File: config.mk
export PLATFORM = sky130hd
export DESIGN_NAME = tcp_reply_tx
export DESIGN_NICKNAME = d
export VERILOG_FILES = /design/src/hw/tcp_pkg.sv /design/src/hw/tcp_reply_tx.sv
export SDC_FILE = /design/constraint.sdc
export NUM_CORES = 1
export LEC_CHECK = 0
export ABC_AREA = 0
export BUFFER_PORTS_ARGS = -buffer_cell sky130_fd_sc_hd__buf_2
export CORE_MARGIN = 2
export CORE_UTILIZATION = 30
export CTS_BUF_LIST = sky130_fd_sc_hd__clkbuf_4
export DETAILED_ROUTE_END_ITERATION = 7
export GPL_ROUTABILITY_DRIVEN = 0
export PLACE_DENSITY = 0.59
export SYNTH_ARGS = -nofsm -noshare
export SYNTH_HDL_FRONTEND = slang
export SYNTH_SLANG_ARGS = --single-unit
File: constraint.sdc
create_clock -name clk -period 8.35 [get_ports clk]
set_input_delay 0.4175 -clock clk [delete_from_list [all_inputs] [get_ports clk]]
set_output_delay 0.4175 -clock clk [all_outputs]
set_load 0.01 [all_outputs]
File: src/hw/tcp_pkg.sv
package tcp_pkg;

	//////////////////////////////////////////////////////////////////////
	// Bus and field types

	typedef logic [31:0] word_t;		// One stream word
	typedef logic [31:0] ip_addr_t;		// IPv4 address
	typedef logic [15:0] port_num_t;	// TCP port
	typedef logic [31:0] seq_t;			// Sequence or ack number
	typedef logic [15:0] csum_t;		// Internet checksum
	typedef logic [2:0]  bytes_valid_t;	// 0..4 valid bytes in a word

	//////////////////////////////////////////////////////////////////////
	// Protocol constants

	localparam logic [7:0]  IP_PROTO_TCP   = 8'd6;
	localparam logic [15:0] TCP_HDR_BYTES  = 16'd20;	// Fixed header, no options
	localparam logic [3:0]  TCP_MIN_OFFSET = 4'd5;		// Data offset in words

	// Flag positions inside the offset/flags/window word
	localparam int FLAG_ACK_BIT = 20;
	localparam int FLAG_RST_BIT = 18;
	localparam int FLAG_SYN_BIT = 17;
	localparam int FLAG_FIN_BIT = 16;

	typedef struct packed {
		logic ack;
		logic rst;
		logic syn;
		logic fin;
	} tcp_flags_t;

	//////////////////////////////////////////////////////////////////////
	// Header-only reply, parser to reply builder

	typedef struct packed {
		ip_addr_t   remote_ip;		// Becomes the IP destination
		port_num_t  remote_port;	// Their port, our dst port
		port_num_t  our_port;		// Our port, src port of the reply
		tcp_flags_t flags;
		seq_t       seq;			// Our sequence number
		seq_t       ack;			// Their seq + 1
	} reply_event_t;

endpackage
File: src/hw/tcp_reply_tx.sv
`timescale 1ns/10ps

module tcp_reply_tx import tcp_pkg::*; #(
	parameter int WINDOW = 1024
) (
	input  logic         clk,
	input  logic         rx_flag_rst,
	input  ip_addr_t     local_ip,
	input  logic         evt_req,
	input  reply_event_t evt,
	output logic         evt_ack,
	output logic         csum_clear,
	output logic         csum_add,
	output word_t        csum_din,
	input  csum_t        csum,
	output logic         tx_start,
	output ip_addr_t     tx_dst_ip,
	output logic [15:0]  tx_payload_len,
	output logic [7:0]   tx_protocol,
	output logic         tx_data_valid,
	output bytes_valid_t tx_bytes_valid,
	output word_t        tx_data,
	output logic         tx_commit
);

	typedef enum logic [3:0] {
		T_IDLE,
		T_CLEAR,
		T_PSEUDO,
		T_PORT,
		T_SEQ,
		T_ACK,
		T_FLAGS,
		T_CSUM,
		T_COMMIT
	} state_t;

	state_t       state;
	logic [1:0]   pcnt;		// Pseudo header word 0..2
	reply_event_t ev_q;
	word_t        out_word;
	word_t        flags_word;
	word_t        pseudo_word;
	logic         accept;

	assign accept = (state == T_IDLE) && evt_req && !evt_ack;

	// IP layer side band, fixed for a header-only segment
	assign tx_dst_ip      = ev_q.remote_ip;
	assign tx_payload_len = TCP_HDR_BYTES;
	assign tx_protocol    = IP_PROTO_TCP;

	always_comb begin
		flags_word               = '0;
		flags_word[31:28]        = TCP_MIN_OFFSET;
		flags_word[FLAG_ACK_BIT] = ev_q.flags.ack;
		flags_word[FLAG_RST_BIT] = ev_q.flags.rst;
		flags_word[FLAG_SYN_BIT] = ev_q.flags.syn;
		flags_word[FLAG_FIN_BIT] = ev_q.flags.fin;
		flags_word[15:0]         = 16'(WINDOW);
		case (pcnt)		// Pseudo header words
			2'd0:    pseudo_word = ev_q.remote_ip;
			2'd1:    pseudo_word = local_ip;
			default: pseudo_word = {8'h00, IP_PROTO_TCP, TCP_HDR_BYTES};
		endcase
		case (state)
			T_PORT:  out_word = {ev_q.our_port, ev_q.remote_port};
			T_SEQ:   out_word = ev_q.seq;
			T_ACK:   out_word = ev_q.ack;
			T_FLAGS: out_word = flags_word;
			T_CSUM:  out_word = {csum, 16'h0000};	// Urgent pointer zero
			default: out_word = '0;
		endcase
	end

	assign csum_clear = (state == T_CLEAR);
	assign csum_add   = (state inside {T_PSEUDO, T_PORT, T_SEQ, T_ACK, T_FLAGS});
	assign csum_din   = (state == T_PSEUDO) ? pseudo_word : out_word;

	//////////////////////////////////////////////////////////////////////
	// Handshake and segment FSM

	always_ff @(posedge clk) begin
		if (rx_flag_rst) begin
			state          <= T_IDLE;
			pcnt           <= '0;
			evt_ack        <= 1'b0;
			tx_start       <= 1'b0;
			tx_data_valid  <= 1'b0;
			tx_bytes_valid <= '0;
			tx_commit      <= 1'b0;
		end else begin
			tx_start       <= 1'b0;
			tx_data_valid  <= 1'b0;
			tx_bytes_valid <= '0;
			tx_commit      <= 1'b0;
			if (evt_ack && !evt_req)
				evt_ack <= 1'b0;		// Phase 4

			case (state)
				T_IDLE: if (accept) begin
					evt_ack <= 1'b1;
					state   <= T_CLEAR;
				end
				T_CLEAR: begin
					pcnt  <= '0;
					state <= T_PSEUDO;
				end
				T_PSEUDO: begin
					pcnt <= pcnt + 2'd1;
					if (pcnt == 2'd2) begin
						tx_start <= 1'b1;	// First word one cycle later
						state    <= T_PORT;
					end
				end
				T_PORT, T_SEQ, T_ACK, T_FLAGS, T_CSUM: begin
					tx_data_valid  <= 1'b1;
					tx_bytes_valid <= bytes_valid_t'(4);
					state          <= state_t'(state + 4'd1);	// Next word in order
				end
				T_COMMIT: begin
					tx_commit <= 1'b1;
					state     <= T_IDLE;
				end
				default: state <= T_IDLE;
			endcase
		end
	end

	always_ff @(posedge clk) begin
		if (accept)
			ev_q <= evt;
		tx_data <= out_word;	// Qualified by tx_data_valid
	end

endmodule

==> results_dict.tcl <==
set metrics [dict create \
    clk_latency_ns 0.54 \
    grt_usage 0.164 \
    row_count 56 \
    yosys.area_share.adder 0.0123 \
    final_nets 1081 \
    rsz0062_at_grt "false" \
    yosysTopAreaCell "edfxtp_1" \
    antenna_found_initial 1 \
    end_kind "output pin" \
    grt_max_degree 88 \
    status "complete, no violations" \
    synthMuxAreaShare 0 \
    cts.path.max_buffers 2 \
    ys_seq_elements 174 \
    synth.area.top_cells "edfxtp_1 (56%), dfxtp_1 (12%), buf_4 (6.4%), a221oi_1 (3.6%), nand2_1 (3.0%)" \
    cts_root_buf "clkbuf_4" \
    synth.avg_cell_area_sq_um 13.6 \
    syn2layout_area_growth_pct 40.9 \
    fp.coreArea_sq_mm 0.0234 \
    cts.clk_slew.worst_paths_ns 0.15 \
    synth_sequential_area_ratio 0.675 \
    cts_setup_buffers 0 \
    wl_per_cell_microns 17.2 \
    crit_slowest_cell "and3b_1" \
    setup_ws_ns 4.66 \
    drive_above_1_share 0.378 \
    hpwl_microns 13500 \
    initial_core_util 0.304 \
    synth_top_family_by_area "compound AO/OA/AOI/OAI gates" \
    path_class "flop to output pin" \
    first_pass_iters 5 \
    synthFlopType "edfxtp_1" \
    post-route-period-util 0.442 \
    dr.max_layer_used "met4" \
    die_h_microns 158 \
    drt_iter0_markers 380 \
    p_total_mw 2.65 \
    worst_pin_slew_ns 1.11 \
    cpPeakStageDelay_ns 0.87 \
    drtAntennaViolNets 0 \
    ys.warnings.count 0 \
    htree_levels 4 \
    final_max_slew_viol_count 0 \
    placed_cells 1061 \
    fmax_mhz 271 \
    boundaryPins 312 \
    ir_drop_mv 0.140 \
    ys_types 44 \
    synth-xor-area-share 0.00123 \
    period_needed_ns 3.69 \
    power.density_mw_per_mm2 264 \
    wl_microns 21100 \
    synth-edff-count 132 \
    hold_viol 0 \
    synth-simple-area-share 0.0738 \
    fp.dieArea_sq_mm 0.0250 \
    fin_skew_ns 0.0211 \
    routed_via_density 4.58 \
    cp_max_fo 21 \
    final_cells 1224 \
    grt_pass1_vias 5635 \
    synth-compound-area-share 0.144 \
    setup_viol 0 \
    crit_chain "inv_1, ha_1, and3b_1, a22oi_1, a31oi_1, buf_2" \
    grt_pass1_wl_microns 30600 \
    worstPathRequired_ns 7.93 \
    fin_util 0.429 \
    hold_path_class "input pin to flop" \
    cts_tree "yes" \
    gr-total-overflow 0 \
    drc_errors 0 \
    dr_wl_met3_microns 1510 \
    drv_cap 0 \
    dpl_cell_area_sq_mm 0.00844 \
    cts_resized 0 \
    cts.sinks 174 \
    synthArstFlopShare 0 \
    met2_length_microns 10700 \
    die_x_microns 158 \
    cp.arrival_ns 3.27 \
    portBuffers 285 \
    routedLengthMet1_microns 8640 \
    route.vias.total 5602 \
    p_leak_nw 4.28 \
    synth_top_cell_area_share 0.557 \
    final_common_cell "buf_2" \
    setup_tns_ns 0 \
    syn_inst 523 \
    slew-limit-headroom 0.258 \
    layout_common_cells "buf_2 (285), edfxtp_1 (132), dlygate4sd3_1 (130)" \
    syn_area_sq_mm 0.00712 \
    final_area_sq_mm 0.0100 \
    cts-buffers-inserted 17 \
    pre_cts_slack_ns 5.18 \
    worstSetupStartpointType "flop" \
    whs_ns 0.0919 \
]
==> per-layer routing <==
metal | track usage | vias to the layer above
li1 | - | 2655
met1 | 0.195 | 2674
met2 | 0.293 | 263
met3 | 0.0452 | 10
met4 | 0.0408 | 0
met5 | 0 | -
==> flip-flops by register name, summed over array words and instances (netlist names) <==
register        flops
tx_start            1
pcnt                2
tx_dst_ip          32
evt_ack             1
tx_data            32
state               4
tx_bytes_valid      1
tx_commit           1
ev_q              100
==> final cells by class <==
class | instances | area (sq um)
Fill cell | 2189 | 13400
Sequential cell | 174 | 4800
Timing Repair Buffer | 420 | 2770
Multi-Input combinational cell | 273 | 1760
Tap cell | 319 | 399
Clock buffer | 19 | 143
Clock inverter | 13 | 141
Inverter | 5 | 18.8
Antenna cell | 1 | 2.50
==> cell families after synthesis <==
group / count (synthesis)
DFF: 174
AOI/OAI and AO/OA: 134
and+or+nand+nor: 105
buffers and inverters: 100
adders and majority gates: 7
other: 2
xor gates and xnor gates: 1
==> synthesized netlist by cell type (2+ instances only) <==
library cell / count
a211o_1: 4
a211oi_2: 2
a21o_1: 2
a21oi_1: 15
a221oi_1: 29
a222oi_1: 12
a22o_1: 9
a22oi_1: 21
a31o_2: 2
a31oi_1: 26
and3b_1: 2
buf_2: 16
buf_4: 61
buf_6: 4
clkbuf_1: 11
clkbuf_2: 3
conb_1: 2
dfxtp_1: 42
edfxtp_1: 132
ha_1: 7
inv_1: 5
nand2_1: 57
nand2b_1: 2
nand3b_1: 4
nor2_1: 11
nor2b_1: 3
nor3_1: 4
nor3b_1: 3
o21ai_0: 7
or2_1: 2
or2_2: 10
==> critical path: cells and delay by family (launching register included) <==
family,cells,cell delay (ns)
AOI/OAI and AO/OA,2,0.45
adders and majority gates,1,0.79
buffers and inverters,2,0.26
DFF,1,0.36
and+or+nand+nor,1,0.87
==> report_power, final <==
part	total, mW	switching [mW]	internal (mW)
Combinational	0.927	0.566	0.361
Clock	0.490	0.304	0.186
Sequential	1.23	0.0646	1.16
==> what timing repair did <==
| item | in CTS | in global routing |
|---|---|---|
| endpoints found under the hold margin | 130 | 0 |
| hold buffers | 130 | 0 |
| endpoints found under the setup margin | 0 | 0 |
==> path summary, 6_finish.rpt <==
kind                                             from                      end  slack (ns)  cells after the start
worst max-delay path            state[1]$_SDFFE_PP0P_              csum_din[1]        4.66                      6
worst min register to register     ev_q[43]$_DFFE_PP_      tx_data[11]$_DFF_P_        0.47                      2
worst max register to register  state[0]$_SDFFE_PP0P_       ev_q[83]$_DFFE_PP_        5.27                      6
worst min-delay path                         evt[112]  tx_dst_ip[12]$_DFFE_PP_        0.09                      1
Note: power is estimated with default switching activity, not from simulation.
