### src/hw/tcp_pkg.sv
package tcp_pkg;

	//////////////////////////////////////////////////////////////////////
	// Bus and field types

	typedef logic [31:0] word_t;		// One stream word
	typedef logic [31:0] ip_addr_t;		// IPv4 address
	typedef logic [15:0] port_num_t;	// TCP port
	typedef logic [31:0] seq_t;			// Sequence or ack number
	typedef logic [15:0] csum_t;		// Internet checksum
	typedef logic [2:0]  bytes_valid_t;	// 0..4 valid bytes in a word

	//////////////////////////////////////////////////////////////////////
	// Protocol constants

	localparam logic [7:0]  IP_PROTO_TCP   = 8'd6;
	localparam logic [15:0] TCP_HDR_BYTES  = 16'd20;	// Fixed header, no options
	localparam logic [3:0]  TCP_MIN_OFFSET = 4'd5;		// Data offset in words

	// Flag positions inside the offset/flags/window word
	localparam int FLAG_ACK_BIT = 20;
	localparam int FLAG_RST_BIT = 18;
	localparam int FLAG_SYN_BIT = 17;
	localparam int FLAG_FIN_BIT = 16;

	typedef struct packed {
		logic ack;
		logic rst;
		logic syn;
		logic fin;
	} tcp_flags_t;

	//////////////////////////////////////////////////////////////////////
	// Header-only reply, parser to reply builder

	typedef struct packed {
		ip_addr_t   remote_ip;		// Becomes the IP destination
		port_num_t  remote_port;	// Their port, our dst port
		port_num_t  our_port;		// Our port, src port of the reply
		tcp_flags_t flags;
		seq_t       seq;			// Our sequence number
		seq_t       ack;			// Their seq + 1
	} reply_event_t;

endpackage
### src/hw/tcp_rx_parser.sv
`timescale 1ns/10ps

module tcp_rx_parser import tcp_pkg::*; #(
	parameter seq_t ISN = 32'h0eadbeef
) (
	input  logic         clk,
	input  logic         rx_flag_rst,
	input  logic         rx_start,
	input  logic         rx_data_valid,
	input  bytes_valid_t rx_bytes_valid,
	input  word_t        rx_data,
	input  logic         rx_commit,
	input  logic         rx_drop,
	input  ip_addr_t     rx_src_ip,
	input  logic [15:0]  rx_payload_len,
	input  logic         rx_is_tcp,
	output logic         check_en,
	output port_num_t    check_port,	// Also our port for the reply
	input  logic         check_open,
	input  logic         csum_zero,
	output logic         evt_req,
	output reply_event_t evt,
	input  logic         evt_ack
);

	typedef enum logic [3:0] {
		S_IDLE,
		S_PORT,
		S_SEQ,
		S_ACK,
		S_FLAGS,
		S_CSUM,
		S_OPTS,
		S_BODY,
		S_DECIDE
	} state_t;

	state_t    state;
	logic [3:0] hdr_cnt;		// Header words seen so far
	logic [3:0] offset_q;		// Data offset from the flags word
	ip_addr_t  src_ip_q;
	port_num_t rem_port_q;
	seq_t      seq_q;
	logic      rx_ack_q;
	logic      rx_syn_q;

	logic word_ok;		// Full 4-byte word
	logic hdr_state;	// Still inside the header
	logic want;			// Segment deserves a reply
	logic raise;		// Reply goes out this cycle

	assign word_ok   = rx_data_valid && (rx_bytes_valid == bytes_valid_t'(4));
	assign hdr_state = state inside {S_PORT, S_SEQ, S_ACK, S_FLAGS, S_CSUM, S_OPTS};
	assign want      = csum_zero && rx_syn_q && !rx_ack_q;	// Plain SYN only
	assign raise     = (state == S_DECIDE) && want && !evt_req && !evt_ack;

	//////////////////////////////////////////////////////////////////////
	// Control FSM

	always_ff @(posedge clk) begin
		if (rx_flag_rst) begin
			state    <= S_IDLE;
			hdr_cnt  <= '0;
			check_en <= 1'b0;
			evt_req  <= 1'b0;
		end else begin
			check_en <= 1'b0;
			if (evt_req && evt_ack)
				evt_req <= 1'b0;		// Phase 3 of the handshake

			if (hdr_state && word_ok)
				hdr_cnt <= hdr_cnt + 4'd1;

			case (state)
				S_IDLE: begin
					hdr_cnt <= '0;
					if (rx_start && rx_is_tcp && rx_payload_len >= TCP_HDR_BYTES)
						state <= S_PORT;
				end
				S_PORT: if (word_ok) begin
					check_en <= 1'b1;	// Look up dst port now
					state    <= S_SEQ;
				end
				S_SEQ:   if (word_ok) state <= S_ACK;
				S_ACK:   if (word_ok) state <= S_FLAGS;	// Their ack unused
				S_FLAGS: if (word_ok) state <= S_CSUM;
				S_CSUM: if (word_ok) begin
					// Checksum and urgent pointer skipped
					if (offset_q < TCP_MIN_OFFSET)
						state <= S_IDLE;		// Bogus offset
					else if (offset_q == TCP_MIN_OFFSET)
						state <= S_BODY;
					else
						state <= S_OPTS;
				end
				S_OPTS: if (word_ok && (hdr_cnt + 4'd1 == offset_q))
					state <= S_BODY;		// Last option word
				S_BODY: if (rx_commit)
					state <= S_DECIDE;
				S_DECIDE: begin
					if (!want || evt_req)
						state <= S_IDLE;		// Nothing to send, or lost like a packet
					else if (!evt_ack) begin
						evt_req <= 1'b1;
						state   <= S_IDLE;
					end
					// Else wait for evt_ack to drop
				end
				default: state <= S_IDLE;
			endcase

			// Truncated header or early commit
			if (hdr_state && (rx_commit || (rx_data_valid && !word_ok)))
				state <= S_IDLE;
			if (rx_drop && state != S_DECIDE)
				state <= S_IDLE;
		end
	end

	//////////////////////////////////////////////////////////////////////
	// Header fields and reply event

	always_ff @(posedge clk) begin
		if (state == S_IDLE && rx_start)
			src_ip_q <= rx_src_ip;
		if (word_ok) begin
			case (state)
				S_PORT: begin
					rem_port_q <= rx_data[31:16];	// Their src port
					check_port <= rx_data[15:0];
				end
				S_SEQ: seq_q <= rx_data;
				S_FLAGS: begin
					offset_q <= rx_data[31:28];
					rx_ack_q <= rx_data[FLAG_ACK_BIT];
					rx_syn_q <= rx_data[FLAG_SYN_BIT];
				end
				default: ;
			endcase
		end
		if (raise) begin
			evt.remote_ip   <= src_ip_q;
			evt.remote_port <= rem_port_q;
			evt.our_port    <= check_port;
			evt.flags.ack   <= 1'b1;
			evt.flags.rst   <= !check_open;		// Closed port gets a reset
			evt.flags.syn   <= check_open;
			evt.flags.fin   <= 1'b0;
			evt.seq         <= check_open ? ISN : '0;
			evt.ack         <= seq_q + 32'd1;	// SYN takes one number
		end
	end

endmodule

### config.mk
export PLATFORM = sky130hd
export DESIGN_NAME = tcp_rx_parser
export DESIGN_NICKNAME = d
export VERILOG_FILES = /design/src/hw/tcp_pkg.sv /design/src/hw/tcp_rx_parser.sv
export SDC_FILE = /design/constraint.sdc
export NUM_CORES = 1
export LEC_CHECK = 0
export ABC_CLOCK_PERIOD_IN_PS = 12500
export BUFFER_PORTS_ARGS = -buffer_cell sky130_fd_sc_hd__buf_2
export CORE_MARGIN = 5
export CORE_UTILIZATION = 54
export CTS_CLUSTER_SIZE = 14
export DETAILED_ROUTE_END_ITERATION = 12
export HOLD_SLACK_MARGIN = 0.15
export PLACE_DENSITY = 0.88
export SYNTH_ARGS = -nofsm -noshare
export SYNTH_HDL_FRONTEND = slang
export SYNTH_SLANG_ARGS = --single-unit
### constraint.sdc
create_clock -name clk -period 12.5 [get_ports clk]
set_input_delay 0.625 -clock clk [delete_from_list [all_inputs] [get_ports clk]]
set_output_delay 0.625 -clock clk [all_outputs]
set_load 0.01 [all_outputs]
==> results.json <==
{
  "finalCriticalPeriod_ns": 2.76,
  "r2r-start": "state[1]",
  "grt_overflow_total": 0,
  "utilization_pct": 68.1,
  "dpl.cell_count": 806,
  "grtUsageTotal_pct": 17.9,
  "critPathTopFamily": "buffers and inverters",
  "rsz0062_at_grt": "no",
  "fmaxAchievable_mhz": 363,
  "cp_common_cell": "buf_4",
  "clkLatencyLatePin_ns": 0.49,
  "antenna_cells": 0,
  "antenna_found_initial": 0,
  "fin_ws_ns": 9.74,
  "path_cells": "nor4b_2, nand2_1, nor3_2, buf_4, buf_4",
  "ir_worst_vdd_v": 0.0000941,
  "cts_tree": "yes",
  "worstSetupStartpoint": "state[1]",
  "rr_worst_depth": 5,
  "port_buffers": 227,
  "period_share_pct": 22.1,
  "drtIter0Drc": 342,
  "nets": 744,
  "met3_usage_pct": 2.80,
  "cts_max_path_buffers": 3,
  "power_mw": 1.39,
  "ys_seq_area_share_pct": 81.1,
  "start_kind": "register",
  "core-area_um2": 13900,
  "crit_type": "register to register",
  "drv_cap": 0,
  "drv_slew": 0,
  "ys_ff_latch": 210,
  "finalSetupViolCount": 0,
  "dp_hpwl_mm": 11.4,
  "critical-path-max-stage-delay_ns": 0.61,
  "tightest_slew_ns": 0.958,
  "final_common_cell": "buf_2",
  "cp.depth": 5,
  "dpl_worst_slack_ns": 9.78,
  "status": "finished clean",
  "die-area_um2": 16600,
  "netlist_area_um2": 7650,
  "critPathMaxFanout": 51,
  "endpoint_kind": "register",
  "cts-resized-gates": 0,
  "ios": 243,
  "grt_first_pass_wirelength_mm": 22.9,
  "layout_common_cells": "227 x buf_2, 200 x edfxtp_1, 26 x xnor2_1, 23 x nand2_1, 21 x clkbuf_16",
  "gr-usage-met2_pct": 34.6,
  "ant_nets": 0,
  "cpMaxStageDelayCell": "buf_4",
  "crit_buf_inv": 2,
  "via_count": 4320,
  "clk_pin_slew_ns": 0.06,
  "use_met1_pct": 20.4,
  "power.density_nw_per_um2": 147,
  "min_from": "rx_src_ip[1]",
  "leakage_nw": 3.55,
  "syn_avg_cell_area_um2": 18.0,
  "hold_buffers": 0,
  "arrival_ns": 2.86,
  "grt_start_max_net_pins": 52,
  "cts.sinks": 210,
  "hold_depth": 1,
  "hold_violations": 0,
  "final_cells": 843,
  "start_util_pct": 55.1,
  "post_drt_wl_per_cell_um": 18.7,
  "dpl_cell_area_um2": 8810,
  "setup_tns_ns": 0,
  "die_h_um": 129,
  "cts_made_buffers": 21,
  "areaGrowthSynthToFinish_pct": 23.5,
  "hold_path_class": "input port to register",
  "wl_mm": 15.8,
  "holdWs_ns": 0.322,
  "post_cts_buffers": 0,
  "synth_cells": 425,
  "gp_congestion": 0.814,
  "final_area_um2": 9450,
  "cts_root_buffer": "clkbuf_16",
  "grt-busiest-layer": "met2",
  "drc": 0,
  "relSlewSlack_pct": 35.7,
  "yosysWarnings": 0,
  "drive_gt1_share_pct": 41.3,
  "skew_ns": 0.0188,
  "chipWidth_um": 129,
  "rows": 43,
  "cp.required_ns": 12.61,
  "grt_pass1_vias": 4303,
  "synthDistinctLibCells": 46,
  "htree_levels": 1,
  "first_pass_iters": 5,
  "viasPerCell": 5.12
}
final cells by class:
class                   instances  area, µm²
repair buffers                232       1170
flip-flops and latches        210       6210
fillers                       912       4430
clock buffers                  28        552
well taps                     180        225
multi-input cells             175       1170
clock inverters                 9       83.8
inverters                       9       33.8
cells by family (layout without fill, tap and decap cells):
group	Yosys count	count (layout)	synth area share, %
flip-flops	210	210	81.1
AND/OR/NAND/NOR	98	98	7.43
buffers and inverters	51	278	4.30
XOR/XNOR	39	39	4.47
AO/OA/AOI/OAI	19	19	1.73
multiplexers	4	4	0.523
adder cells (fa/ha/maj)	2	2	0.327
other	2	13	0.0982
cells in the mapped netlist, drive strengths merged:
| library cell | n | area share [%] |
|---|---|---|
| nor3 | 6 | 0.39 |
| dfxtp | 10 | 2.6 |
| xor2 | 13 | 1.5 |
| and2 | 1 | 0.082 |
| buf | 38 | 3.7 |
| o21ba | 1 | 0.13 |
| or3 | 1 | 0.082 |
| nand4bb | 1 | 0.36 |
| nand2b | 2 | 0.16 |
| o41ai | 1 | 0.11 |
| a21oi | 5 | 0.38 |
| conb | 2 | 0.098 |
| nor4b | 1 | 0.20 |
| clkbuf | 4 | 0.20 |
| xnor2 | 26 | 3.0 |
| o21a | 1 | 0.098 |
| edfxtp | 200 | 79 |
| or2 | 1 | 0.082 |
| nor2b | 3 | 0.25 |
| a31oi | 1 | 0.082 |
| and4 | 3 | 0.34 |
| mux2i | 4 | 0.52 |
| or4 | 1 | 0.098 |
| and3b | 1 | 0.11 |
| nand3b | 1 | 0.098 |
| ha | 2 | 0.33 |
| nand2 | 23 | 1.1 |
| nand4 | 9 | 0.74 |
| nand3 | 14 | 0.98 |
| a211oi | 1 | 0.098 |
| o21ai | 4 | 0.26 |
| inv | 9 | 0.44 |
| or3b | 1 | 0.11 |
| o22a | 1 | 0.11 |
| o221ai | 1 | 0.11 |
| and3 | 6 | 0.49 |
| a211o | 1 | 0.11 |
| a41oi | 1 | 0.11 |
| nor4 | 7 | 0.93 |
| nor2 | 16 | 0.79 |
| a311oi | 1 | 0.11 |
report_power, final:
group / switching [mW] / leakage [nW] / total (mW) / internal, mW
combinational: 0.0168 / 1.33 / 0.0304 / 0.0136
clock: 0.243 / 0.316 / 0.578 / 0.335
sequential: 0.00308 / 1.90 / 0.779 / 0.776
total: 0.263 / 3.55 / 1.39 / 1.12
flip-flops by register name, indices dropped and copies added, names as in the netlist:
register    count
rx_ack_q        1
offset_q        4
seq_q          32
evt            98
check_port     16
hdr_cnt         4
rx_syn_q        1
state           4
check_en        1
rem_port_q     16
src_ip_q       32
evt_req         1
per-layer routing:
metal / part of all wire (%) / up-vias
met5: 0 / -
met4: 1.6 / 0
met3: 7.2 / 19
met2: 56 / 185
met1: 35 / 2112
li1: - / 2004
worst paths after layout:
check | slack, ns | endpoint
worst max-delay path | 9.74 | evt[31]
worst min-delay path | 0.32 | src_ip_q[1]
worst max register to register | 9.74 | evt[31]
worst min register to register | 0.41 | evt[130]
(Power assumes the default switching activity.)
