`src/hw/tcp_pkg.sv`:
```
package tcp_pkg;

	//////////////////////////////////////////////////////////////////////
	// Bus and field types

	typedef logic [31:0] word_t;		// One stream word
	typedef logic [31:0] ip_addr_t;		// IPv4 address
	typedef logic [15:0] port_num_t;	// TCP port
	typedef logic [31:0] seq_t;			// Sequence or ack number
	typedef logic [15:0] csum_t;		// Internet checksum
	typedef logic [2:0]  bytes_valid_t;	// 0..4 valid bytes in a word

	//////////////////////////////////////////////////////////////////////
	// Protocol constants

	localparam logic [7:0]  IP_PROTO_TCP   = 8'd6;
	localparam logic [15:0] TCP_HDR_BYTES  = 16'd20;	// Fixed header, no options
	localparam logic [3:0]  TCP_MIN_OFFSET = 4'd5;		// Data offset in words

	// Flag positions inside the offset/flags/window word
	localparam int FLAG_ACK_BIT = 20;
	localparam int FLAG_RST_BIT = 18;
	localparam int FLAG_SYN_BIT = 17;
	localparam int FLAG_FIN_BIT = 16;

	typedef struct packed {
		logic ack;
		logic rst;
		logic syn;
		logic fin;
	} tcp_flags_t;

	//////////////////////////////////////////////////////////////////////
	// Header-only reply, parser to reply builder

	typedef struct packed {
		ip_addr_t   remote_ip;		// Becomes the IP destination
		port_num_t  remote_port;	// Their port, our dst port
		port_num_t  our_port;		// Our port, src port of the reply
		tcp_flags_t flags;
		seq_t       seq;			// Our sequence number
		seq_t       ack;			// Their seq + 1
	} reply_event_t;

endpackage
```
`src/hw/inet_checksum.sv`:
```
`timescale 1ns/10ps

module inet_checksum import tcp_pkg::*; (
	input  logic  clk,
	input  logic  rx_flag_rst,
	input  logic  load,		// Sum <= din
	input  logic  clear,	// Sum <= 0
	input  logic  add,		// Sum <= sum + din
	input  word_t din,
	output csum_t csum,
	output logic  csum_zero
);

	csum_t sum;		// Folded ones-complement running sum

	// Fold up to two carry bits back into 16 bits
	function automatic csum_t fold(input logic [17:0] s);
		logic [16:0] t;
		t = 17'(s[15:0]) + 17'(s[17:16]);
		return t[15:0] + 16'(t[16]);	// Second carry cannot overflow again
	endfunction

	always_ff @(posedge clk) begin
		if (rx_flag_rst || clear) begin
			sum <= '0;
		end else if (load) begin
			sum <= fold(18'(din[31:16]) + 18'(din[15:0]));
		end else if (add) begin
			// Both halves of the word go in at once
			sum <= fold(18'(sum) + 18'(din[31:16]) + 18'(din[15:0]));
		end
	end

	assign csum      = ~sum;
	assign csum_zero = (csum == '0);	// All-ones sum, segment verifies

endmodule

```
`config.mk`:
```
export PLATFORM = sky130hd
export DESIGN_NAME = inet_checksum
export DESIGN_NICKNAME = d
export VERILOG_FILES = /design/src/hw/tcp_pkg.sv /design/src/hw/inet_checksum.sv
export SDC_FILE = /design/constraint.sdc
export NUM_CORES = 1
export LEC_CHECK = 0
export ABC_AREA = 1
export BUFFER_PORTS_ARGS = -buffer_cell sky130_fd_sc_hd__buf_2
export CAP_MARGIN = 20
export CORE_AREA = 4 4 100 102
export CTS_BUF_LIST = sky130_fd_sc_hd__clkbuf_4
export DETAILED_ROUTE_END_ITERATION = 6
export DIE_AREA = 0 0 104 106
export HOLD_SLACK_MARGIN = 0.08
export PLACE_DENSITY = 0.77
export SLEW_MARGIN = 20
export SYNTH_ARGS = -nofsm -noshare
export SYNTH_HDL_FRONTEND = slang
export SYNTH_SLANG_ARGS = --single-unit
```
`constraint.sdc`:
```
create_clock -name clk -period 5.3 [get_ports clk]
set_input_delay 1.06 -clock clk [delete_from_list [all_inputs] [get_ports clk]]
set_output_delay 1.06 -clock clk [all_outputs]
set_load 0.02 [all_outputs]
```
==> metrics.txt, run 1 <==
Post-Place Cells=1141; Gate Count Post-Synth=854; largest fanout of any net on the critical path=4; critical path class=in2reg; Die Wd=104 um; final setup margin=-0.9328 ns; vias in the first global route=6719; clk buf depth=2; CTS clk-pin slew, worst paths=0.10 ns; clk_skew=0.006398 ns; routability cong.=0.9570; slew margin rel.=45.58%; Final Cycle Share=117.6%; drt first pass iters=7; Yosys warnings=0; number of flops mapped to enable cells by yosys=0; io pins=54; Rows=35; Peak Freq=160.4 MHz; Detail Placement HPWL=13880 um; Tightest Hold Check Type=reg2reg; WP data required=5.50 ns; Distinct cells, synth=45; Starting Density=53.59%; initial antenna violation count=1; hold_ws=0.6203 ns; Setup-failing EPs final=13; Final Core Density=77.95%; Worst path slowest cell=fa_1; failing checks=negative setup slack; largest registers=sum (16); worst skew pair latency=0.29 ns; Post-CTS Hold Fix Bufs=0; overall routing resource usage=34.36%; WP data arrival=6.43 ns; TritonCTS Buffers=3; Avg WL per Cell=17.89 um; Lkg Pwr=3.763 nW; max_cap viols=0; CTS H-Tree Depth=1; CTS tree=done; Reg area=320.3 um2; synthesized flop and latch total=16; nets@finish=1182; port bufs=53; Non-Filler Instances=1197; Vias=6989; sequential element share of the synthesized area=6.562%; max incr delay on CP=0.49 ns; post-synth top area cell=nand2_1; Largest register FFs=16; die area=11020 um2; unrepaired setup endpoints after global routing=yes; final antenna-violating net count=0; critical path's top delay family=simple AND/OR/NAND/NOR gates; power per cell area=232.0 nW/um2; Tmin final=6.233 ns; fillers=637; drt drc=0; Area Growth Syn to Fin=45.48%; Setup crit start kind=input port; top cells by area, synth=nand2_1 (21%), ha_1 (10%), inv_1 (9.9%); CTS root buf=clkbuf_4; commonest non-fill, non-tap cell in the layout=nand2_1; most frequent cells in the layout=nand2_1 (257), buf_4 (181), inv_1 (125); Peak VDD IR=0.2116 mV; Max Slew Vio Count=0; final hold violation count=0; worst slew pin tran=0.8133 ns; CP most frequent cell=nand2_1; die extent in y=106 um; Syn Std Cell Area=4881 um2; Synth async-reset ratio=0%; Crit. End Element=register; share of the synthesized area in the top cell type=21.15%; Syn Area/Cell=5.715 um2; final WL=21410 um; Top FF cell, synth=dfxtp_1; outcome=finished, violations left; clk sinks=16; vias per inst=5.839; gr ovfl total=0; worst path bufs/invs=2; most flop-heavy register=sum; multi-input logic area=4425 um2; first-pass GRT wire length=31310 um; largest net degree at the start of global routing=16; share of layout cells above drive strength 1=37.70%; starting DRC count in detailed routing=787; core area=9109 um2; Synth Net Count=949
[what timing repair did]
item	CTS	global route
endpoints found under the setup margin	10	13
resized for setup	61	30
pin swaps	58	48
buffers inserted	44	10
[worst paths after layout]
check	start	end	slack (ns)	depth (start not counted)
max	din[6]	sum[12]$_SDFFE_PP0P_	-0.93	35
max reg2reg	sum[11]$_SDFFE_PP0P_	sum[12]$_SDFFE_PP0P_	-0.53	35
min	sum[6]$_SDFFE_PP0P_	sum[6]$_SDFFE_PP0P_	0.62	2
min reg2reg	sum[6]$_SDFFE_PP0P_	sum[6]$_SDFFE_PP0P_	0.62	2
[power by group]
part	switching [mW]	internal [mW]	total [mW]
sequential	0.0165	0.130	0.147
clock	0.0387	0.0264	0.0651
combinational	0.886	0.550	1.44
total	0.941	0.706	1.65
[area by class of cell]
cell class / count / share of cell area, %
diodes: 1 / 0.03524
well taps: 111 / 1.956
repair buffers: 233 / 23.30
flip-flops and latches: 16 / 4.511
inverters: 143 / 7.559
multi-input cells: 690 / 62.33
clock buffers: 3 / 0.3172
[worst register-to-register path, delay by kind of cell, from the launching register on]
family	cells	cell delay [ns]
flip-flops	1	0.54
adder cells (fa/ha/maj)	5	1.54
AO/OA/AOI/OAI	1	0.21
AND/OR/NAND/NOR	27	3.33
buffers and inverters	2	0.14
[logic make-up (layout without fill, tap and decap cells)]
group,count (synthesis),count (layout),share of synthesized area [%]
DFF,16,16,6.562
AOI/OAI and AO/OA,76,76,9.126
other,0,1,0
adders and majority gates,58,58,17.79
buffers and inverters,148,379,11.79
xor gates and xnor gates,5,5,0.8972
and+or+nand+nor,551,551,53.83
[cell usage after synthesis (2+ instances only)]
master and number:
nand4_1 28, nand3b_1 2, a221oi_1 2, nand3_4 3, o21bai_1 3, nand2_2 31
a31oi_1 3, nor2_1 65, nor3_1 9, nand2_1 275, o21ai_1 2, o21ai_0 18
nand3_1 89, dfxtp_1 16, o211ai_1 3, fa_1 19, nand3_2 14, a21oi_1 33
inv_1 129, nand2_4 4, a21oi_2 2, nor2_2 19, a21boi_0 2, nor2_4 7
inv_2 13, nand3b_2 2, xor2_1 4, buf_2 2, ha_1 39
[metal layers]
metal  wire length [um]  global-route usage (%)  vias to the layer above
met5                  0                       0                        -
met4               2219                   22.32                        0
met3               2043                   5.343                      207
met2               9695                   61.98                      494
met1               7454                   37.40                     3073
li1                   -                       -                     3215
[per-stage QoR]
| step | setup slack [ns] | area (um2) | setup TNS, ns | power (mW) |
|---|---|---|---|---|
| 3_5_place_dp | -0.6051 | 6279 | -5.102 | 1.280 |
| 2_1_floorplan | -0.1858 | 4959 | -0.7665 | 0.8823 |
| 6_report | -0.9328 | 7101 | -8.935 | 1.647 |
| 4_1_cts | -0.1576 | 6902 | -0.6254 | 1.452 |
| 5_1_grt | -1.140 | 7101 | -10.96 | 1.750 |
| 3_3_place_gp | -0.4693 | 6279 | -3.816 | 1.266 |
Power figures use the tool's default switching activity.
==> inputs of run 2 (changes only) <==
ABC_AREA = 0   (was 1)
CORE_AREA = 4 4 94 96   (was 4 4 100 102)
DIE_AREA = 0 0 98 100   (was 0 0 104 106)
==> run 2 against run 1 <==
Compared with the run above: the flow still finishes with violations (negative setup slack); clock power rose by 14%; clock skew up 0.0071 ns; combinational power increased by 8%; cell area shrank 6.5%; sequential power decreased by 5%; power increased by 7.1%.
==> metrics.txt, run 2 <==
final WL=17660 um; post-synth top area cell=ha_1; slew margin rel.=43.49%; largest fanout of any net on the critical path=4; drt first pass iters=5; initial antenna violation count=1; failing checks=negative setup slack; Largest register FFs=16; final setup margin=-1.206 ns; Syn Std Cell Area=4285 um2; die area=9800 um2; io pins=54; unrepaired setup endpoints after global routing=yes; TritonCTS Buffers=3; first-pass GRT wire length=26500 um; Synth Net Count=642; overall routing resource usage=33.23%; WP data arrival=6.68 ns; gr ovfl total=0; Synth top cells by count=nor2_1 (51), ha_1 (39), xnor2_1 (38); share of layout cells above drive strength 1=43.54%; max_cap viols=0; Detail Placement HPWL=13120 um; Max Slew Vio Count=0; clk buf depth=2; outcome=finished, violations left; starting DRC count in detailed routing=472; clk sinks=16; largest net degree at the start of global routing=32; Final Cycle Share=122.8%; die extent in y=100 um; Avg WL per Cell=19.71 um; routability cong.=0.9847; final hold violation count=0; CTS root buf=clkbuf_4; Tmin final=6.506 ns; Yosys warnings=0; Crit. End Element=register; Top FF cell, synth=dfxtp_1; Tightest Hold Check Type=reg2reg; critical path class=in2reg; core area=8051 um2; most flop-heavy register=sum; Rows=33; most frequent cells in the layout=buf_4 (201), nor2_1 (49), buf_2 (48); Syn Area/Cell=7.834 um2; Starting Density=53.22%; worst skew pair latency=0.32 ns; Distinct cells, synth=83; final antenna-violating net count=0; Die Wd=98 um; Peak VDD IR=0.1116 mV; Final Core Density=82.49%; vias per inst=6.154; Gate Count Post-Synth=547; Setup crit start kind=input port; CTS tree=done; clk_skew=0.01351 ns; vias in the first global route=5569; drt drc=0; largest registers=sum (16); DP Worst Slack=-1.434 ns; sequential element share of the synthesized area=7.474%; nets@finish=886; synthesized flop and latch total=16; number of flops mapped to enable cells by yosys=0; fillers=497; CTS clk-pin slew, worst paths=0.11 ns; worst slew pin tran=0.8370 ns; power per cell area=265.6 nW/um2; Vias=5514; CTS H-Tree Depth=1; Lkg Pwr=2.957 nW; Area Growth Syn to Fin=54.98%; top cells by area, synth=ha_1 (11%), fa_1 (8.9%), xnor2_1 (7.8%); WP data required=5.48 ns; share of the synthesized area in the top cell type=11.39%; commonest non-fill, non-tap cell in the layout=buf_4; Setup-failing EPs final=16; Tot Pwr=1.764 mW; Synth async-reset ratio=0%; count leader, synth=nor2_1; port bufs=53; Peak Freq=153.7 MHz
-- run 2: changes by cell type in the layout (fill, tap and decap cells not counted), sizes merged, moves of 20 or more --
cell    before  now
a211oi       0   20
nor2        91   52
inv        142   30
xor2         4   25
and3         0   22
xnor2        1   38
buf        233  257
nand3      106   19
nand2      310   26
-- run 2: layout make-up --
class | count | area (um2) | area share [%]
diodes | 1 | 2.502 | 0.03768
clock buffers | 3 | 22.52 | 0.3391
clock inverters | 1 | 3.754 | 0.05652
inverters | 30 | 112.6 | 1.696
multi-input cells | 483 | 4205 | 63.32
flip-flops and latches | 16 | 320.3 | 4.823
well taps | 105 | 131.4 | 1.978
repair buffers | 257 | 1843 | 27.75
-- run 2: final timing paths --
check	start	end	slack, ns	cells past startpoint
max	din[10]	sum[13]$_SDFFE_PP0P_	-1.21	26
min	sum[14]$_SDFFE_PP0P_	sum[14]$_SDFFE_PP0P_	0.73	4
max reg2reg	sum[10]$_SDFFE_PP0P_	sum[13]$_SDFFE_PP0P_	-0.66	25
min reg2reg	sum[14]$_SDFFE_PP0P_	sum[14]$_SDFFE_PP0P_	0.73	4
-- run 2: power breakdown --
| group | leakage (nW) | switching, mW | total, mW | internal, mW |
|---|---|---|---|---|
| clock network | 0.0154 | 0.0466 | 0.0742 | 0.0276 |
| logic | 2.81 | 0.832 | 1.55 | 0.718 |
| registers | 0.131 | 0.00876 | 0.140 | 0.131 |
-- run 2: repair_timing --
action | 4_1_cts | 5_1_grt
setup buffers | 25 | 5
hold buffers | 0 | 0
pin swaps | 29 | 37
setup endpoints to repair | 16 | 16
resized for setup | 38 | 41
cloned | 0 | 0
-- run 2: per-stage QoR --
step	instances	hold WS, ns	area, um2	setup TNS (ns)
2_1_floorplan	547	0.5630	4330	-9.990
3_3_place_gp	864	0.6753	5973	-13.94
3_5_place_dp	864	0.6858	5973	-17.85
4_1_cts	892	0.6913	6367	-11.62
5_1_grt	896	0.7363	6641	-17.95
6_report	896	0.7257	6641	-13.99
-- run 2: critical path: stages --
cell and delay [ns]:
buf_2 0.13, fa_1 0.48, ha_1 0.36, nand3_2 0.10, nand3b_1 0.13, nor3_2 0.21, a31oi_4 0.12, a21o_1 0.18
a21oi_2 0.12, xnor2_1 0.13, ha_2 0.22, fa_2 0.22, o2111a_1 0.21, nand4_1 0.18, nor4_4 0.28, nand3_2 0.14
or4_4 0.52, nor2_4 0.16, ha_4 0.17, and3_4 0.18, nand4_1 0.18, nor4_4 0.38, nand4_1 0.20, and3_4 0.24
a2111oi_4 0.28, a211oi_1 0.08
-- run 2: cells by family after synthesis --
| group | Yosys count | synth area share, % |
|---|---|---|
| simple gates | 201 | 25.98 |
| compound gates | 153 | 26.51 |
| xor+xnor | 64 | 13.61 |
| fa+ha+maj | 58 | 20.26 |
| buf+inv | 48 | 4.526 |
| flops | 16 | 7.475 |
| mux | 7 | 1.635 |
-- run 2: layer usage --
metal | vias up | wire length [um] | share of wire (%) | track usage [%]
met5 | - | 0 | 0 | 0
met4 | 0 | 1019 | 5.8 | 17.89
met3 | 90 | 1194 | 6.8 | 2.919
met2 | 304 | 8897 | 50 | 61.20
met1 | 2596 | 6551 | 37 | 37.96
li1 | 2524 | - | - | -
==> inputs of run 3 (changes only) <==
ABC_AREA = 1   (was 0)
CORE_AREA = 4 4 100 102   (was 4 4 94 96)
CTS_BUF_LIST = default   (was sky130_fd_sc_hd__clkbuf_4)
DIE_AREA = 0 0 104 106   (was 0 0 98 100)
==> run 3 against run 2 <==
Compared with the run above: the run still ends with negative setup slack left; clock skew fell by 0.0094 ns; non-clock buffer count fell by 16; power fell by 4.3%; worst hold slack got worse by 0.096 ns; cell area rose by 8.8%; critical endpoint is now sum[14]$_SDFFE_PP0P_; highest routed layer unchanged.
==> metrics.txt, run 3 (same netlist as run 1, synthesis figures left out) <==
outcome=finished, violations left; failing checks=negative setup slack; CTS clk-pin slew, worst paths=0.06 ns; antenna fix cells=0; Largest register FFs=16; routability cong.=0.9570; TritonCTS Buffers=3; Vias=7092; Worst path slowest cell=fa_1; Peak VDD IR=0.1747 mV; CTS H-Tree Depth=1; final antenna-violating net count=0; clk buf depth=2; Crit. End Element=register; most flop-heavy register=sum; drt first pass iters=6; share of layout cells above drive strength 1=39.52%; Setup crit start kind=input port; Detail Placement HPWL=13880 um; final setup margin=-0.8937 ns; Reg area=320.3 um2; Peak Freq=161.5 MHz; fillers=599; drt drc=0; clk_skew=0.004075 ns; largest fanout of any net on the critical path=3; Hold Path End=sum[6]$_SDFFE_PP0P_; CTS root buf=clkbuf_8; Final Cycle Share=116.9%; Tightest Hold Check Type=reg2reg; first-pass GRT wire length=31170 um; die area=11020 um2; Post-Place Cells=1141; vias in the first global route=6697; die extent in y=106 um; overall routing resource usage=34.03%; worst skew pair latency=0.25 ns; clk sinks=16; max_cap viols=0; WP data arrival=6.33 ns; nets@finish=1190; Tmin final=6.194 ns; power per cell area=233.7 nW/um2; Rows=35; most frequent cells in the layout=nand2_1 (254), buf_4 (188), inv_1 (127); Post-CTS Hold Fix Bufs=0; Crit Reg-Reg Endpoint=sum[14]$_SDFFE_PP0P_; Die Wd=104 um; Setup-failing EPs final=13; Avg WL per Cell=18.10 um; FF-to-FF Start=sum[5]$_SDFFE_PP0P_; Non-Filler Instances=1204; worst slew pin tran=0.7608 ns; critical path class=in2reg; unrepaired setup endpoints after global routing=yes; starting DRC count in detailed routing=777; io pins=54; WP data required=5.44 ns; port bufs=53; hold depth=2; Lkg Pwr=3.814 nW; CTS tree=done; final hold violation count=0; Starting Density=53.59%; Max Slew Vio Count=0; slew margin rel.=49.09%; gr ovfl total=0; max incr delay on CP=0.72 ns; Area Growth Syn to Fin=48.04%; commonest non-fill, non-tap cell in the layout=nand2_1; largest registers=sum (16); multi-input logic area=4487 um2; setup TNS=-7.745 ns; r2r setup slk=-0.37 ns; hold_sp=sum[6]$_SDFFE_PP0P_; initial antenna violation count=0; worst reg2reg path depth=36; core area=9109 um2; largest net degree at the start of global routing=16; final WL=21790 um; vias per inst=5.890
[run 3: cell types whose count changed in the layout (fill, tap and decap cells not counted), sizes merged, moves of 22 or more]
cell / change
and3: -22
inv: +112
nand2: +284
nand3: +87
nor2: +39
xnor2: -37
[run 3: cell type report]
type | count | share of cell area (%)
well taps | 111 | 1.922
clock buffers | 3 | 0.5714
multi-input cells | 690 | 62.10
inverters | 143 | 7.429
repair buffers | 241 | 23.55
flip-flops and latches | 16 | 4.433
[run 3: what timing repair did]
item / CTS / global route
buffers inserted: 46 / 16
resized for setup: 48 / 55
setup endpoints to repair: 10 / 13
cloned: 0 / 0
pin swaps: 39 / 33
[run 3: metrics by stage]
step / hold WS, ns / utilization [%] / setup slack [ns] / cell area, um2 / power [mW]
floorplan: 0.4997 / - / -0.1858 / 4959 / 0.8823
global placement: 0.5805 / 68.93 / -0.4693 / 6279 / 1.266
detailed placement: 0.5911 / 68.93 / -0.6051 / 6279 / 1.280
CTS: 0.5987 / 75.63 / -0.2102 / 6889 / 1.471
global route: 0.6468 / 79.33 / -1.303 / 7226 / 1.798
finish: 0.6300 / 79.33 / -0.8937 / 7226 / 1.689
[run 3: worst max-delay path by stage]
stage                                 to    start
global placement    sum[14]$_SDFFE_PP0P_  din[11]
finish              sum[14]$_SDFFE_PP0P_  din[29]
detailed placement  sum[15]$_SDFFE_PP0P_  din[25]
global route        sum[12]$_SDFFE_PP0P_  din[29]
CTS                 sum[14]$_SDFFE_PP0P_   din[9]
floorplan           sum[14]$_SDFFE_PP0P_  din[25]
[run 3: power by group]
part	switching [mW]	internal, mW	leakage [nW]	total, mW
Clock	0.0405	0.0504	0.0216	0.0909
Sequential	0.0173	0.130	0.131	0.148
Combinational	0.892	0.558	3.66	1.45
Total	0.950	0.738	3.81	1.69
[run 3: critical path, delay by kind of cell]
kind	cells	cell delay, ns
AOI/OAI and AO/OA	5	0.65
xor gates and xnor gates	1	0.14
adders and majority gates	6	1.85
buffers and inverters	1	0.13
and+or+nand+nor	22	2.47
[run 3: per-layer routing]
layer,GRT usage [%],up-vias,wire (um)
li1,-,3235,-
met1,38.68,3126,7459
met2,61.70,523,9989
met3,3.400,208,2161
met4,20.23,0,2180
met5,0,-,0
